===== src/mist_pkg.sv =====
// shared types, SPI command codes, OSD geometry, YPbPr and sound constants
`default_nettype none

package mist_pkg;

   // vector types
   typedef logic [7:0]  byte_t;
   typedef logic [31:0] word_t;
   typedef logic [21:0] ioaddr_t;
   typedef logic [5:0]  color_t;
   typedef logic [3:0]  game_color_t;
   typedef logic [15:0] pcm_t;

   // user io commands on conf_data0
   localparam byte_t CMD_STATUS   = 8'h1e;
   localparam byte_t CMD_JOY1     = 8'h01;
   localparam byte_t CMD_JOY2     = 8'h02;

   // ROM download commands on ss2
   localparam byte_t CMD_DL_START = 8'h54;
   localparam byte_t CMD_DL_END   = 8'h55;
   localparam byte_t CMD_DL_DATA  = 8'h56;

   // OSD commands on ss3
   localparam byte_t CMD_OSD_ON   = 8'h41;
   localparam byte_t CMD_OSD_OFF  = 8'h40;

   // OSD window in pixels and lines
   localparam logic [7:0] OSD_X0 = 8'd16;
   localparam logic [7:0] OSD_W  = 8'd32;
   localparam logic [7:0] OSD_Y0 = 8'd4;
   localparam logic [7:0] OSD_H  = 8'd8;

   // bit positions inside the status word
   localparam int STATUS_YPBPR  = 5;
   localparam int STATUS_SD_DIS = 6;

   // luma weights, scaled by 2^Y_SHIFT
   localparam logic [5:0] Y_KR    = 6'd19;
   localparam logic [5:0] Y_KG    = 6'd38;
   localparam logic [5:0] Y_KB    = 6'd7;
   localparam int         Y_SHIFT = 6;

   // game sound is two's complement
   localparam logic SND_SIGNED = 1'b1;

   typedef enum logic {OSD_HIDDEN, OSD_SHOWN} osd_state_e;
   typedef enum logic [1:0] {DL_CMD, DL_DATA, DL_IGNORE} dl_state_e;

endpackage

`default_nettype wire


===== src/mist_base.sv =====
// MiST platform top: SPI receivers, command decoders, video chain and sound DAC
`default_nettype none

module mist_base import mist_pkg::*; (
   input  wire         clk_sys,
   input  wire         reset_i,
   // SPI from the board controller
   input  wire         spi_sck_i,
   input  wire         spi_di_i,
   input  wire         spi_ss2_i,
   input  wire         spi_ss3_i,
   input  wire         conf_data0_i,
   // native game video
   input  game_color_t game_r_i,
   input  game_color_t game_g_i,
   input  game_color_t game_b_i,
   input  wire         lhbl_i,
   input  wire         lvbl_i,
   input  wire         hs_i,
   input  wire         vs_i,
   // scan doubled video
   input  color_t      vga_r_i,
   input  color_t      vga_g_i,
   input  color_t      vga_b_i,
   input  wire         vga_hsync_i,
   input  wire         vga_vsync_i,
   input  pcm_t        snd_i,
   output color_t      video_r_o,
   output color_t      video_g_o,
   output color_t      video_b_o,
   output logic        video_hs_o,
   output logic        video_vs_o,
   output logic        osd_shown_o,
   output word_t       status_o,
   output word_t       joystick1_o,
   output word_t       joystick2_o,
   output ioaddr_t     ioctl_addr_o,
   output byte_t       ioctl_data_o,
   output logic        ioctl_wr_o,
   output logic        downloading_o,
   output logic        snd_pwm_o
);

   byte_t  io_byte, dl_byte, osd_byte;
   logic   io_valid, dl_valid, osd_valid;
   logic   io_first, dl_first, osd_first;
   color_t osd_r, osd_g, osd_b;
   logic   osd_hs, osd_vs;

   // one receiver per chip select on the shared SCK/SDI
   spi_byte_rx io_rx_inst (
      .clk_sys, .reset_i,
      .sck_i(spi_sck_i), .ss_n_i(conf_data0_i), .sdi_i(spi_di_i),
      .byte_o(io_byte), .byte_valid_o(io_valid), .first_o(io_first)
   );

   spi_byte_rx dl_rx_inst (
      .clk_sys, .reset_i,
      .sck_i(spi_sck_i), .ss_n_i(spi_ss2_i), .sdi_i(spi_di_i),
      .byte_o(dl_byte), .byte_valid_o(dl_valid), .first_o(dl_first)
   );

   spi_byte_rx osd_rx_inst (
      .clk_sys, .reset_i,
      .sck_i(spi_sck_i), .ss_n_i(spi_ss3_i), .sdi_i(spi_di_i),
      .byte_o(osd_byte), .byte_valid_o(osd_valid), .first_o(osd_first)
   );

   spi_user_io user_io_inst (
      .clk_sys, .reset_i,
      .byte_i(io_byte), .byte_valid_i(io_valid), .first_i(io_first),
      .status_o, .joystick1_o, .joystick2_o
   );

   spi_data_io data_io_inst (
      .clk_sys, .reset_i,
      .byte_i(dl_byte), .byte_valid_i(dl_valid), .first_i(dl_first),
      .ioctl_addr_o, .ioctl_data_o, .ioctl_wr_o, .downloading_o
   );

   osd_overlay osd_inst (
      .clk_sys, .reset_i,
      .byte_i(osd_byte), .byte_valid_i(osd_valid), .first_i(osd_first),
      .sd_disable_i(status_o[STATUS_SD_DIS]),
      .game_r_i, .game_g_i, .game_b_i,
      .vga_r_i, .vga_g_i, .vga_b_i,
      .hs_i, .vs_i, .vga_hsync_i, .vga_vsync_i, .lhbl_i, .lvbl_i,
      .r_o(osd_r), .g_o(osd_g), .b_o(osd_b),
      .hsync_o(osd_hs), .vsync_o(osd_vs), .osd_shown_o
   );

   // composite sync for native video or YPbPr
   rgb2ypbpr ypbpr_inst (
      .clk_sys, .reset_i,
      .r_i(osd_r), .g_i(osd_g), .b_i(osd_b),
      .hsync_i(osd_hs), .vsync_i(osd_vs),
      .ypbpr_i(status_o[STATUS_YPBPR]),
      .csync_en_i(status_o[STATUS_SD_DIS] | status_o[STATUS_YPBPR]),
      .video_r_o, .video_g_o, .video_b_o, .video_hs_o, .video_vs_o
   );

   sigma_delta_dac dac_inst (
      .clk_sys, .reset_i, .snd_i, .snd_pwm_o
   );

endmodule

`default_nettype wire


===== src/osd_overlay.sv =====
// video source select, OSD show register, beam counters and window tint
`default_nettype none

module osd_overlay import mist_pkg::*; (
   input  wire         clk_sys,
   input  wire         reset_i,
   input  byte_t       byte_i,
   input  wire         byte_valid_i,
   input  wire         first_i,
   input  wire         sd_disable_i,
   input  game_color_t game_r_i,
   input  game_color_t game_g_i,
   input  game_color_t game_b_i,
   input  color_t      vga_r_i,
   input  color_t      vga_g_i,
   input  color_t      vga_b_i,
   input  wire         hs_i,
   input  wire         vs_i,
   input  wire         vga_hsync_i,
   input  wire         vga_vsync_i,
   input  wire         lhbl_i,
   input  wire         lvbl_i,
   output color_t      r_o,
   output color_t      g_o,
   output color_t      b_o,
   output logic        hsync_o,
   output logic        vsync_o,
   output logic        osd_shown_o
);

   osd_state_e state;
   logic [9:0] hcount;
   logic [9:0] vcount;
   logic       lhbl_d;
   logic       in_win;
   logic       tint;
   color_t     src_r;
   color_t     src_g;
   color_t     src_b;
   logic       src_hs;
   logic       src_vs;

   assign osd_shown_o = (state == OSD_SHOWN);

   // native video is widened by repeating its top bits
   assign src_r  = sd_disable_i ? {game_r_i, game_r_i[3:2]} : vga_r_i;
   assign src_g  = sd_disable_i ? {game_g_i, game_g_i[3:2]} : vga_g_i;
   assign src_b  = sd_disable_i ? {game_b_i, game_b_i[3:2]} : vga_b_i;
   assign src_hs = sd_disable_i ? ~hs_i : vga_hsync_i;
   assign src_vs = sd_disable_i ? ~vs_i : vga_vsync_i;

   assign in_win = (hcount >= OSD_X0) && (hcount < OSD_X0 + OSD_W) &&
                   (vcount >= OSD_Y0) && (vcount < OSD_Y0 + OSD_H);
   assign tint   = osd_shown_o && in_win;

   always_ff @(posedge clk_sys) begin
      if (reset_i) begin
         state  <= OSD_HIDDEN;
         hcount <= '0;
         vcount <= '0;
         lhbl_d <= 1'b0;
      end else begin
         lhbl_d <= lhbl_i;
         if (byte_valid_i && first_i) begin
            if (byte_i == CMD_OSD_ON)
               state <= OSD_SHOWN;
            else if (byte_i == CMD_OSD_OFF)
               state <= OSD_HIDDEN;
         end
         if (!lhbl_i)
            hcount <= '0;
         else
            hcount <= hcount + 10'd1;
         // one line per end of active video
         if (!lvbl_i)
            vcount <= '0;
         else if (lhbl_d && !lhbl_i)
            vcount <= vcount + 10'd1;
      end
   end

   // halve the picture under the window, blue gets lifted
   always_ff @(posedge clk_sys) begin
      r_o     <= tint ? {1'b0, src_r[5:1]} : src_r;
      g_o     <= tint ? {1'b0, src_g[5:1]} : src_g;
      b_o     <= tint ? {1'b1, src_b[5:1]} : src_b;
      hsync_o <= src_hs;
      vsync_o <= src_vs;
   end

endmodule

`default_nettype wire


===== src/rgb2ypbpr.sv =====
// RGB to YPbPr conversion, output select and composite sync
`default_nettype none

module rgb2ypbpr import mist_pkg::*; (
   input  wire    clk_sys,
   input  wire    reset_i,
   input  color_t r_i,
   input  color_t g_i,
   input  color_t b_i,
   input  wire    hsync_i,
   input  wire    vsync_i,
   input  wire    ypbpr_i,
   input  wire    csync_en_i,
   output color_t video_r_o,
   output color_t video_g_o,
   output color_t video_b_o,
   output logic   video_hs_o,
   output logic   video_vs_o
);

   logic [11:0]       y_sum;
   color_t            y;
   logic signed [7:0] pb_diff;
   logic signed [7:0] pr_diff;
   logic signed [8:0] pb_sum;
   logic signed [8:0] pr_sum;

   function automatic color_t clamp6(input logic signed [8:0] v);
      if (v < 0)
         return '0;
      else if (v > 9'sd63)
         return 6'd63;
      else
         return v[5:0];
   endfunction

   always_comb begin
      y_sum   = Y_KR * r_i + Y_KG * g_i + Y_KB * b_i;
      y       = color_t'(y_sum >> Y_SHIFT);
      pb_diff = $signed({2'b00, b_i}) - $signed({2'b00, y});
      pr_diff = $signed({2'b00, r_i}) - $signed({2'b00, y});
      // signed division rounds toward zero
      pb_sum  = 9'sd32 + pb_diff / 8'sd2;
      pr_sum  = 9'sd32 + pr_diff / 8'sd2;
   end

   always_ff @(posedge clk_sys) begin
      if (reset_i) begin
         video_r_o <= '0;
         video_g_o <= '0;
         video_b_o <= '0;
      end else begin
         video_r_o <= ypbpr_i ? clamp6(pr_sum) : r_i;
         video_g_o <= ypbpr_i ? y : g_i;
         video_b_o <= ypbpr_i ? clamp6(pb_sum) : b_i;
      end
   end

   // a scart cable wants csync on hs and a high vs for RGB mode
   always_ff @(posedge clk_sys) begin
      if (reset_i) begin
         video_hs_o <= 1'b0;
         video_vs_o <= 1'b0;
      end else if (csync_en_i) begin
         video_hs_o <= ~(hsync_i ^ vsync_i);
         video_vs_o <= 1'b1;
      end else begin
         video_hs_o <= hsync_i;
         video_vs_o <= vsync_i;
      end
   end

endmodule

`default_nettype wire


===== src/sigma_delta_dac.sv =====
// first-order 1-bit sigma-delta sound DAC
`default_nettype none

module sigma_delta_dac import mist_pkg::*; (
   input  wire  clk_sys,
   input  wire  reset_i,
   input  pcm_t snd_i,
   output logic snd_pwm_o
);

   pcm_t        sample;
   pcm_t        acc;
   logic [16:0] sum;

   // offset binary for the accumulator
   assign sample = {snd_i[15] ^ SND_SIGNED, snd_i[14:0]};
   assign sum    = {1'b0, acc} + {1'b0, sample};

   always_ff @(posedge clk_sys) begin
      if (reset_i) begin
         acc       <= '0;
         snd_pwm_o <= 1'b0;
      end else begin
         acc       <= sum[15:0];
         // carry density tracks the sample value
         snd_pwm_o <= sum[16];
      end
   end

endmodule

`default_nettype wire


===== src/spi_byte_rx.sv =====
// SPI mode-0 slave byte receiver, oversampled in the system clock
`default_nettype none

module spi_byte_rx import mist_pkg::*; (
   input  wire   clk_sys,
   input  wire   reset_i,
   input  wire   sck_i,
   input  wire   ss_n_i,
   input  wire   sdi_i,
   output byte_t byte_o,
   output logic  byte_valid_o,
   output logic  first_o
);

   // two sync stages, sck has a third for edge detection
   logic [2:0] sck_sync;
   logic [1:0] ss_sync;
   logic [1:0] sdi_sync;
   logic       sck_rise;
   logic [2:0] bit_cnt;
   logic [6:0] shift;
   logic       first_pend;

   assign sck_rise = sck_sync[1] & ~sck_sync[2];

   always_ff @(posedge clk_sys) begin
      if (reset_i) begin
         sck_sync     <= '0;
         ss_sync      <= '1;
         sdi_sync     <= '0;
         bit_cnt      <= '0;
         first_pend   <= 1'b1;
         byte_valid_o <= 1'b0;
         first_o      <= 1'b0;
      end else begin
         sck_sync     <= {sck_sync[1:0], sck_i};
         ss_sync      <= {ss_sync[0], ss_n_i};
         sdi_sync     <= {sdi_sync[0], sdi_i};
         byte_valid_o <= 1'b0;
         if (ss_sync[1]) begin
            // deselected, next byte starts a new transfer
            bit_cnt    <= '0;
            first_pend <= 1'b1;
         end else if (sck_rise) begin
            bit_cnt <= bit_cnt + 3'd1;
            if (bit_cnt == 3'd7) begin
               byte_valid_o <= 1'b1;
               first_o      <= first_pend;
               first_pend   <= 1'b0;
            end
         end
      end
   end

   // data path, MSB first
   always_ff @(posedge clk_sys) begin
      if (!ss_sync[1] && sck_rise) begin
         shift <= {shift[5:0], sdi_sync[1]};
         if (bit_cnt == 3'd7)
            byte_o <= {shift, sdi_sync[1]};
      end
   end

endmodule

`default_nettype wire


===== src/spi_data_io.sv =====
// ROM download decoder producing ioctl writes
`default_nettype none

module spi_data_io import mist_pkg::*; (
   input  wire     clk_sys,
   input  wire     reset_i,
   input  byte_t   byte_i,
   input  wire     byte_valid_i,
   input  wire     first_i,
   output ioaddr_t ioctl_addr_o,
   output byte_t   ioctl_data_o,
   output logic    ioctl_wr_o,
   output logic    downloading_o
);

   dl_state_e state;
   logic      data_byte;

   // a byte following CMD_DL_DATA in the same selection
   assign data_byte = byte_valid_i && !first_i && (state == DL_DATA);

   always_ff @(posedge clk_sys) begin
      if (reset_i) begin
         state         <= DL_CMD;
         downloading_o <= 1'b0;
         ioctl_wr_o    <= 1'b0;
         ioctl_addr_o  <= '0;
      end else begin
         ioctl_wr_o <= data_byte && downloading_o;
         // address moves on once the write has been seen
         if (ioctl_wr_o)
            ioctl_addr_o <= ioctl_addr_o + 22'd1;
         if (byte_valid_i && first_i) begin
            case (byte_i)
               CMD_DL_START: begin
                  downloading_o <= 1'b1;
                  ioctl_addr_o  <= '0;
                  state         <= DL_IGNORE;
               end
               CMD_DL_END: begin
                  downloading_o <= 1'b0;
                  state         <= DL_IGNORE;
               end
               CMD_DL_DATA: state <= DL_DATA;
               default:     state <= DL_IGNORE;
            endcase
         end
      end
   end

   always_ff @(posedge clk_sys) begin
      if (data_byte)
         ioctl_data_o <= byte_i;
   end

endmodule

`default_nettype wire


===== src/spi_user_io.sv =====
// user io command decoder for the status and joystick words
`default_nettype none

module spi_user_io import mist_pkg::*; (
   input  wire   clk_sys,
   input  wire   reset_i,
   input  byte_t byte_i,
   input  wire   byte_valid_i,
   input  wire   first_i,
   output word_t status_o,
   output word_t joystick1_o,
   output word_t joystick2_o
);

   byte_t       cmd;
   logic [2:0]  byte_cnt;
   logic [23:0] shadow;
   logic        data_byte;

   // payload byte of the current command, up to four of them
   assign data_byte = byte_valid_i && !first_i && (byte_cnt != 3'd4);

   always_ff @(posedge clk_sys) begin
      if (reset_i) begin
         cmd         <= '0;
         byte_cnt    <= '0;
         status_o    <= '0;
         joystick1_o <= '0;
         joystick2_o <= '0;
      end else if (byte_valid_i && first_i) begin
         cmd      <= byte_i;
         byte_cnt <= '0;
      end else if (data_byte) begin
         byte_cnt <= byte_cnt + 3'd1;
         // fourth byte commits the word
         if (byte_cnt == 3'd3) begin
            case (cmd)
               CMD_STATUS: status_o    <= {shadow, byte_i};
               CMD_JOY1:   joystick1_o <= {shadow, byte_i};
               CMD_JOY2:   joystick2_o <= {shadow, byte_i};
               default: ;
            endcase
         end
      end
   end

   always_ff @(posedge clk_sys) begin
      if (data_byte)
         shadow <= {shadow[15:0], byte_i};
   end

endmodule

`default_nettype wire


===== config.mk =====
export PLATFORM = sky130hd
export DESIGN_NAME = mist_base
export DESIGN_NICKNAME = d
export VERILOG_FILES = /design/src/mist_pkg.sv /design/src/mist_base.sv /design/src/osd_overlay.sv /design/src/rgb2ypbpr.sv /design/src/sigma_delta_dac.sv /design/src/spi_byte_rx.sv /design/src/spi_data_io.sv /design/src/spi_user_io.sv
export SDC_FILE = /design/constraint.sdc
export NUM_CORES = 1
export LEC_CHECK = 0
export BUFFER_PORTS_ARGS = -buffer_cell sky130_fd_sc_hd__buf_4
export CAP_MARGIN = 20
export CORE_MARGIN = 1.5
export CORE_UTILIZATION = 57
export DETAILED_ROUTE_END_ITERATION = 8
export PLACE_DENSITY_LB_ADDON = 0.25
export SLEW_MARGIN = 10
export SYNTH_ARGS = -nofsm -noshare
export SYNTH_HDL_FRONTEND = slang
export SYNTH_SLANG_ARGS = --single-unit

===== constraint.sdc =====
create_clock -name clk_sys -period 9.56 [get_ports clk_sys]
set_input_delay 0.956 -clock clk_sys [delete_from_list [all_inputs] [get_ports clk_sys]]
set_output_delay 0.956 -clock clk_sys [all_outputs]
set_load 0.05 [all_outputs]

==> results.py, run 1 <==
metrics = {
    "drt": {
        "first_iter_violations": 782,
        "drt-total-wl_microns": 30900,
        "route.detailed.drc": 0,
        "wl_per_cell_microns": 15.8,
        "final_antenna_net_count": 0,
        "vias": 10600,
        "first_pass_iters": 5,
        "routed_via_density": 5.43,
    },
    "hold_path": {
        "min-delay-path-class": "flip-flop to flip-flop",
        "holdPathStages": 1,
    },
    "placement": {
        "gp_congestion": 0.865,
        "placed_area_sq_um": 16000,
        "numPortBuffers": 208,
        "hpwl_microns": 21700,
    },
    "worst_setup_path": {
        "critPathTopFamily": "adder cells",
        "worstRegToRegCells": 33,
        "critPathKind": "flip-flop to flip-flop",
        "regToRegEndpoint": "ypbpr_inst.video_b_o[5]",
        "critical_path.startpoint": "osd_inst.g_o[1]",
        "slowest_delay_ps": 530,
        "crit_fanout": 4,
        "end_kind": "flip-flop",
        "critPathBufInv": 5,
        "cp_slowest_cell": "fa_1",
        "ff2ff_setup_slack_ps": 1680,
        "endpoint": "ypbpr_inst.video_b_o[5]",
        "r2r_start": "osd_inst.g_o[1]",
        "path_depth": 33,
        "worstPathArrival_ps": 8320,
        "cpMostUsedCell": "ha_1",
        "required_ps": 10000,
        "startpoint_type": "flip-flop",
    },
    "global_route": {
        "grt_pass1_vias": 10500,
        "antenna_found_initial": 0,
        "grt_use_total_pct": 23.8,
        "globalRoute.totalOverflow": 0,
        "grt_pass1_wl_microns": 50600,
        "grt_max_degree": 109,
    },
    "timing": {
        "skew_ps": 22.6,
        "fin_setup_tns_ps": 0,
        "setup_violations": 0,
        "tightestPinTransition_ps": 1140,
        "fin_crit_ps": 7880,
        "grt_setup_unrepaired": "no",
        "slew_headroom_pct": 24.0,
        "fin_crit_sh_pct": 82.4,
        "slew_violations": 0,
        "fmax_mhz": 127,
        "report.final.hold_viol_count": 0,
    },
    "layout": {
        "multiInputGateArea_sq_um": 6500,
        "register_area_sq_um": 7140,
        "most-common-layout-cells": "nand2_1, dfxtp_1, buf_4",
        "area_growth_pct": 20.5,
        "mostFrequentLayoutCell": "nand2_1",
        "drive_gt1_share_pct": 19.7,
        "postLayoutCellArea_sq_um": 17100,
        "fillers": 1864,
        "diodes": 0,
        "final_nets": 1778,
    },
    "cts": {
        "cts_buffers": 34,
        "htreeDepth": 2,
        "cts.clk_slew.worst_paths_ps": 60,
        "clk_path_buf_depth": 3,
        "cts_tree": "built",
        "cts_resized": 0,
        "numClockSinks": 318,
        "hold_buffers": 0,
        "clock_latency_ps": 520,
        "postCtsSetupBuffers": 0,
        "cts-root-buf": "clkbuf_16",
    },
    "yosys": {
        "async_flop_share_pct": 0,
        "ys_warn_count": 0,
        "synth_area_sq_um": 14200,
        "yosys_most_used_dff": "dfxtp_1",
        "netlist_instances": 1407,
        "synth_edf_count": 77,
        "ys_ff_latch": 318,
        "synth_cell_types": 79,
        "yosysSeqAreaShare_pct": 50.3,
        "avgSynthCellArea_sq_um": 10.1,
        "synth_nets": 1582,
    },
    "floorplanning": {
        "num_io_pins": 209,
        "initial_core_util_pct": 58.2,
        "die_x_microns": 161,
        "rows": 57,
        "core_sq_um": 24400,
        "die_y_microns": 161,
        "dieArea_sq_um": 25900,
    },
    "power": {
        "pwr_density_cell_nw_per_um2": 306,
        "ir_drop_mv": 0.472,
        "leakage_nw": 6.94,
    },
    "run_status": {
        "outcome": "complete, no violations",
    },
    "flow_run": {
        "cap_violations": 0,
    },
}
[cell usage after synthesis, types with 6 or more instances]
cell        n  area, sq um
nand2_1   250          938
dfxtp_1   241         4820
a21oi_1   137          686
nor2_1    101          379
ha_1       87         1090
inv_1      86          323
edfxtp_1   77         2310
clkbuf_1   40          150
xor2_1     39          342
fa_1       29          581
xnor2_1    28          245
nor3_1     26          130
nor2b_1    23          144
o21ai_0    18         90.1
mux2i_1    17          170
nand3_1    17         85.1
mux4_2     15          338
and3_1     14         87.6
buf_2      14         70.1
nand4_1    12         75.1
or2_2      10         62.6
a211oi_1    9         67.6
a21o_1      9         67.6
or3_1       9         56.3
and2_1      7         43.8
o21a_1      6         45.0
[power by group]
part / switching, mW / total (mW) / internal (mW)
registers: 0.0217 / 1.43 / 1.41
clock network: 0.538 / 1.27 / 0.734
logic: 1.51 / 2.54 / 1.03
[per-layer routing]
metal	GRT usage, %	vias up	part of all wire [%]
met4	9.47	0	3.2
met5	0	-	0
met3	3.67	75	5.4
met1	29.5	5034	42
li1	-	5176	-
met2	41.8	327	50
[state kept, by name (all words and copies together), names as in the netlist, 8 cells and up]
name / cells
data_io_inst.ioctl_data_o: 8
io_rx_inst.byte_o: 8
user_io_inst.shadow: 24
dl_rx_inst.byte_o: 8
user_io_inst.joystick1_o: 32
osd_inst.vcount: 10
user_io_inst.joystick2_o: 32
user_io_inst.cmd: 8
user_io_inst.status_o: 32
dac_inst.acc: 16
osd_rx_inst.byte_o: 8
data_io_inst.ioctl_addr_o: 22
osd_inst.hcount: 10
[final cells by class]
type | instances | share of cell area, %
clock buffers | 41 | 5.24
repair buffers | 218 | 9.56
flip-flops and latches | 318 | 41.7
well taps | 324 | 2.37
inverters | 88 | 1.93
clock inverters | 21 | 1.18
multi-input cells | 943 | 38.0
[metrics by stage]
stage / utilization [%] / setup WS (ps) / hold slack, ps / cells / power [mW]
2_1_floorplan: - / 2450 / 389 / 1407 / 3.45
3_3_place_gp: 65.7 / 2100 / 395 / 1891 / 3.83
3_5_place_dp: 65.7 / 1820 / 395 / 1891 / 3.95
4_1_cts: 70.2 / 1670 / 406 / 1953 / 5.26
5_1_grt: 70.2 / 1180 / 424 / 1953 / 5.64
6_report: 70.2 / 1680 / 403 / 1953 / 5.24
[logic make-up after synthesis]
logic type,count (synthesis),synth area share (%)
adder cells (fa/ha/maj),117,11.8
AND/OR/NAND/NOR,502,16.3
AO/OA/AOI/OAI,222,9.49
buffers and inverters,146,4.09
multiplexers,33,3.68
flip-flops,318,50.3
XOR/XNOR,69,4.41
[worst min-delay path by stage]
stage                           startpoint                      to
floorplan            dl_rx_inst.ss_sync[0]   dl_rx_inst.ss_sync[1]
global placement    osd_rx_inst.ss_sync[0]  osd_rx_inst.ss_sync[1]
detailed placement  osd_rx_inst.ss_sync[0]  osd_rx_inst.ss_sync[1]
CTS                  dl_rx_inst.ss_sync[0]   dl_rx_inst.ss_sync[1]
global route          osd_rx_inst.shift[6]   osd_rx_inst.byte_o[7]
finish               io_rx_inst.ss_sync[0]   io_rx_inst.ss_sync[1]
Power figures use the tool's default switching activity.
==> run 2: changes to the inputs <==
Settings changed: ABC_AREA set to 1, CORE_UTILIZATION 57 to 52.
Clock period 9.56 ns to 6.42 ns, I/O delays scaled along.
==> run 2 against run 1 <==
  * The flow now finishes with violations (setup timing)
  * Cell count increased by 10%
  * Core utilization fell by 3.8 points
  * Non-clock buffer count increased by 37
  * First-iteration DRC count shrank 15%
  * Via count up 4.5%
  * Routed wire length is 4.3% higher
  * Sequential share of layout area fell by 1.6 points
  * Worst setup slack worse by 1700 ps
  * Register-to-register slack lost 1700 ps
  * Critical path type unchanged
  * Largest cell class unchanged
==> results.py, run 2 <==
metrics = {
    "global_route": {
        "grt_use_total_pct": 22.5,
        "grt_max_degree": 96,
        "grt_pass1_wl_microns": 51800,
        "antenna_found_initial": 0,
        "globalRoute.totalOverflow": 0,
        "grt_pass1_vias": 10700,
    },
    "power": {
        "ir_drop_mv": 0.632,
        "pwr_density_cell_nw_per_um2": 543,
        "combinationalPowerShare_pct": 58.9,
        "clkPwrFrac_pct": 19.2,
        "p_total_mw": 9.68,
        "seqPwrFrac_pct": 21.9,
        "power.switching_mw": 3.84,
        "p_int_mw": 5.84,
        "p_sw_share_pct": 39.7,
        "leakage_nw": 7.86,
    },
    "drt": {
        "final_antenna_net_count": 0,
        "routed_via_density": 5.15,
        "drt-total-wl_microns": 32200,
        "first_pass_iters": 5,
        "route.detailed.drc": 0,
        "vias": 11100,
        "wl_per_cell_microns": 15.0,
        "first_iter_violations": 666,
    },
    "yosys": {
        "yosysTopAreaCellShare_pct": 34.0,
        "ys_warn_count": 0,
        "synthTopCellsByCount": "dfxtp_1, inv_1, nor2_1, nand2_1, a211oi_1",
        "ys_ff_latch": 318,
        "yosysMostFrequentCell": "dfxtp_1",
        "synth_edf_count": 77,
        "async_flop_share_pct": 0,
        "synth.largest_area_cell": "dfxtp_1",
        "synth.top_cells.by_area": "dfxtp_1, edfxtp_1, ha_1",
        "synth_area_sq_um": 14200,
        "synth_cell_types": 45,
        "synth_nets": 1719,
        "netlist_instances": 1544,
        "avgSynthCellArea_sq_um": 9.18,
        "yosys_most_used_dff": "dfxtp_1",
        "yosysSeqAreaShare_pct": 50.4,
    },
    "timing": {
        "fin_crit_ps": 6460,
        "fin_setup_tns_ps": -85.4,
        "report.final.hold_viol_count": 0,
        "skew_ps": 15.9,
        "slew_violations": 0,
        "tightestPinTransition_ps": 1000,
        "timing.hold.ws_ps": 321,
        "setup_violations": 3,
        "grt_setup_unrepaired": "yes",
        "slew_headroom_pct": 33.3,
        "fin_crit_sh_pct": 101,
        "fin_ws_ps": -39.7,
        "fmax_mhz": 155,
    },
    "placement": {
        "dp.cells": 2076,
        "hpwl_microns": 23300,
        "numPortBuffers": 208,
        "gp_congestion": 0.888,
        "placed_area_sq_um": 16200,
    },
    "cts": {
        "cts-root-buf": "clkbuf_16",
        "numClockSinks": 318,
        "cts_tree": "built",
        "cts_buffers": 35,
        "htreeDepth": 2,
        "clock_latency_ps": 510,
        "cts.clk_slew.worst_paths_ps": 60,
        "clk_path_buf_depth": 3,
    },
    "layout": {
        "most-common-layout-cells": "buf_4, dfxtp_1, inv_1",
        "fillers": 2148,
        "final_nets": 1961,
        "mostFrequentLayoutCell": "buf_4",
        "post_layout_nonfiller_instances": 2153,
        "postLayoutCellArea_sq_um": 17800,
        "area_growth_pct": 25.8,
        "drive_gt1_share_pct": 22.4,
        "reg_top3": "user_io_inst.joystick1_o: 32 flops, user_io_inst.joystick2_o: 32 flops, user_io_inst.status_o: 32 flops",
        "diodes": 0,
    },
    "worst_setup_path": {
        "r2r_start": "osd_inst.g_o[1]",
        "slowest_delay_ps": 530,
        "endpoint": "ypbpr_inst.video_b_o[5]",
        "cpMostUsedCell": "nand2_1",
        "cp_slowest_cell": "fa_2",
        "crit_fanout": 4,
        "critical_path.startpoint": "osd_inst.g_o[1]",
        "worstPathArrival_ps": 6890,
        "end_kind": "flip-flop",
        "worstRegToRegCells": 38,
        "startpoint_type": "flip-flop",
        "critPathKind": "flip-flop to flip-flop",
        "required_ps": 6850,
        "ff2ff_setup_slack_ps": -40,
        "regToRegEndpoint": "ypbpr_inst.video_b_o[5]",
    },
    "floorplanning": {
        "initial_core_util_pct": 52.7,
        "dieArea_sq_um": 28300,
        "num_io_pins": 209,
        "core_sq_um": 26900,
        "rows": 60,
        "die_y_microns": 168,
        "die_x_microns": 168,
    },
    "run_status": {
        "violations": "setup timing",
        "outcome": "finished, violations left",
    },
    "hold_path": {
        "min-delay-path-class": "input pin to flip-flop",
    },
    "flow_run": {
        "cap_violations": 0,
    },
}
-- run 2: routing by layer --
layer  track usage (%)  up-vias  wire length, microns
met5                 0        -                     0
met4              5.12        0                   467
met3              4.63       41                  2040
met2              37.2      302                 14900
met1              30.5     5108                 14800
li1                  -     5641                     -
-- run 2: what timing repair did --
item	in CTS	in global routing
hold buffers	0	0
endpoints found under the setup margin	12	12
hold endpoints to repair	0	0
gates resized for setup	42	56
setup buffers	4	9
pin swaps	22	46
-- run 2: power groups by stage --
stage | Clock (mW) | Combinational, mW | Sequential (mW)
global placement | 0 | 3.68 | 2.16
global route | 1.99 | 6.21 | 2.12
CTS | 1.90 | 4.58 | 2.12
finish | 1.86 | 5.70 | 2.12
detailed placement | 0 | 3.82 | 2.16
floorplan | 0 | 2.57 | 2.18
-- run 2: final cells by class --
type / instances / area (sq um) / share of cell area (%)
Clock inverter: 13 / 123 / 0.688
Tap cell: 341 / 427 / 2.39
Multi-Input combinational cell: 952 / 6430 / 36.1
Inverter: 224 / 843 / 4.73
Sequential cell: 318 / 7140 / 40.1
Timing Repair Buffer: 255 / 1910 / 10.7
Clock buffer: 50 / 942 / 5.29
-- run 2: cells by family after synthesis --
logic type / after synthesis / synth area share (%)
flip-flops: 318 / 50.4
AO/OA/AOI/OAI: 282 / 12.1
AND/OR/NAND/NOR: 505 / 15.2
buffers and inverters: 274 / 7.42
multiplexers: 9 / 0.689
adder cells (fa/ha/maj): 116 / 11.8
XOR/XNOR: 40 / 2.47
-- run 2: worst min path at each step --
stage,start,to,slack (ps),cells past startpoint
5_1_grt,vs_i,osd_inst.vsync_o,300,2
3_3_place_gp,io_rx_inst.sdi_sync[0],io_rx_inst.sdi_sync[1],390,2
6_report,vs_i,osd_inst.vsync_o,320,2
4_1_cts,vs_i,osd_inst.vsync_o,300,2
2_1_floorplan,io_rx_inst.sck_sync[0],io_rx_inst.sck_sync[1],390,2
3_5_place_dp,io_rx_inst.sck_sync[0],io_rx_inst.sck_sync[1],400,2
-- run 2: worst max-delay path, delay by kind of cell, from the launching register on --
| kind | cells | cell delay [ps] |
|---|---|---|
| buf+inv | 7 | 500 |
| flops | 1 | 370 |
| compound gates | 3 | 450 |
| simple gates | 16 | 1230 |
| fa+ha+maj | 11 | 3630 |
| xor+xnor | 1 | 190 |
-- run 2: through the flow --
step,worst slack [ps],util (%)
finish,-39.7,66.3
detailed placement,-268,60.3
global route,-287,66.3
global placement,-28.9,60.3
floorplan,112,-
CTS,6.91,65.2
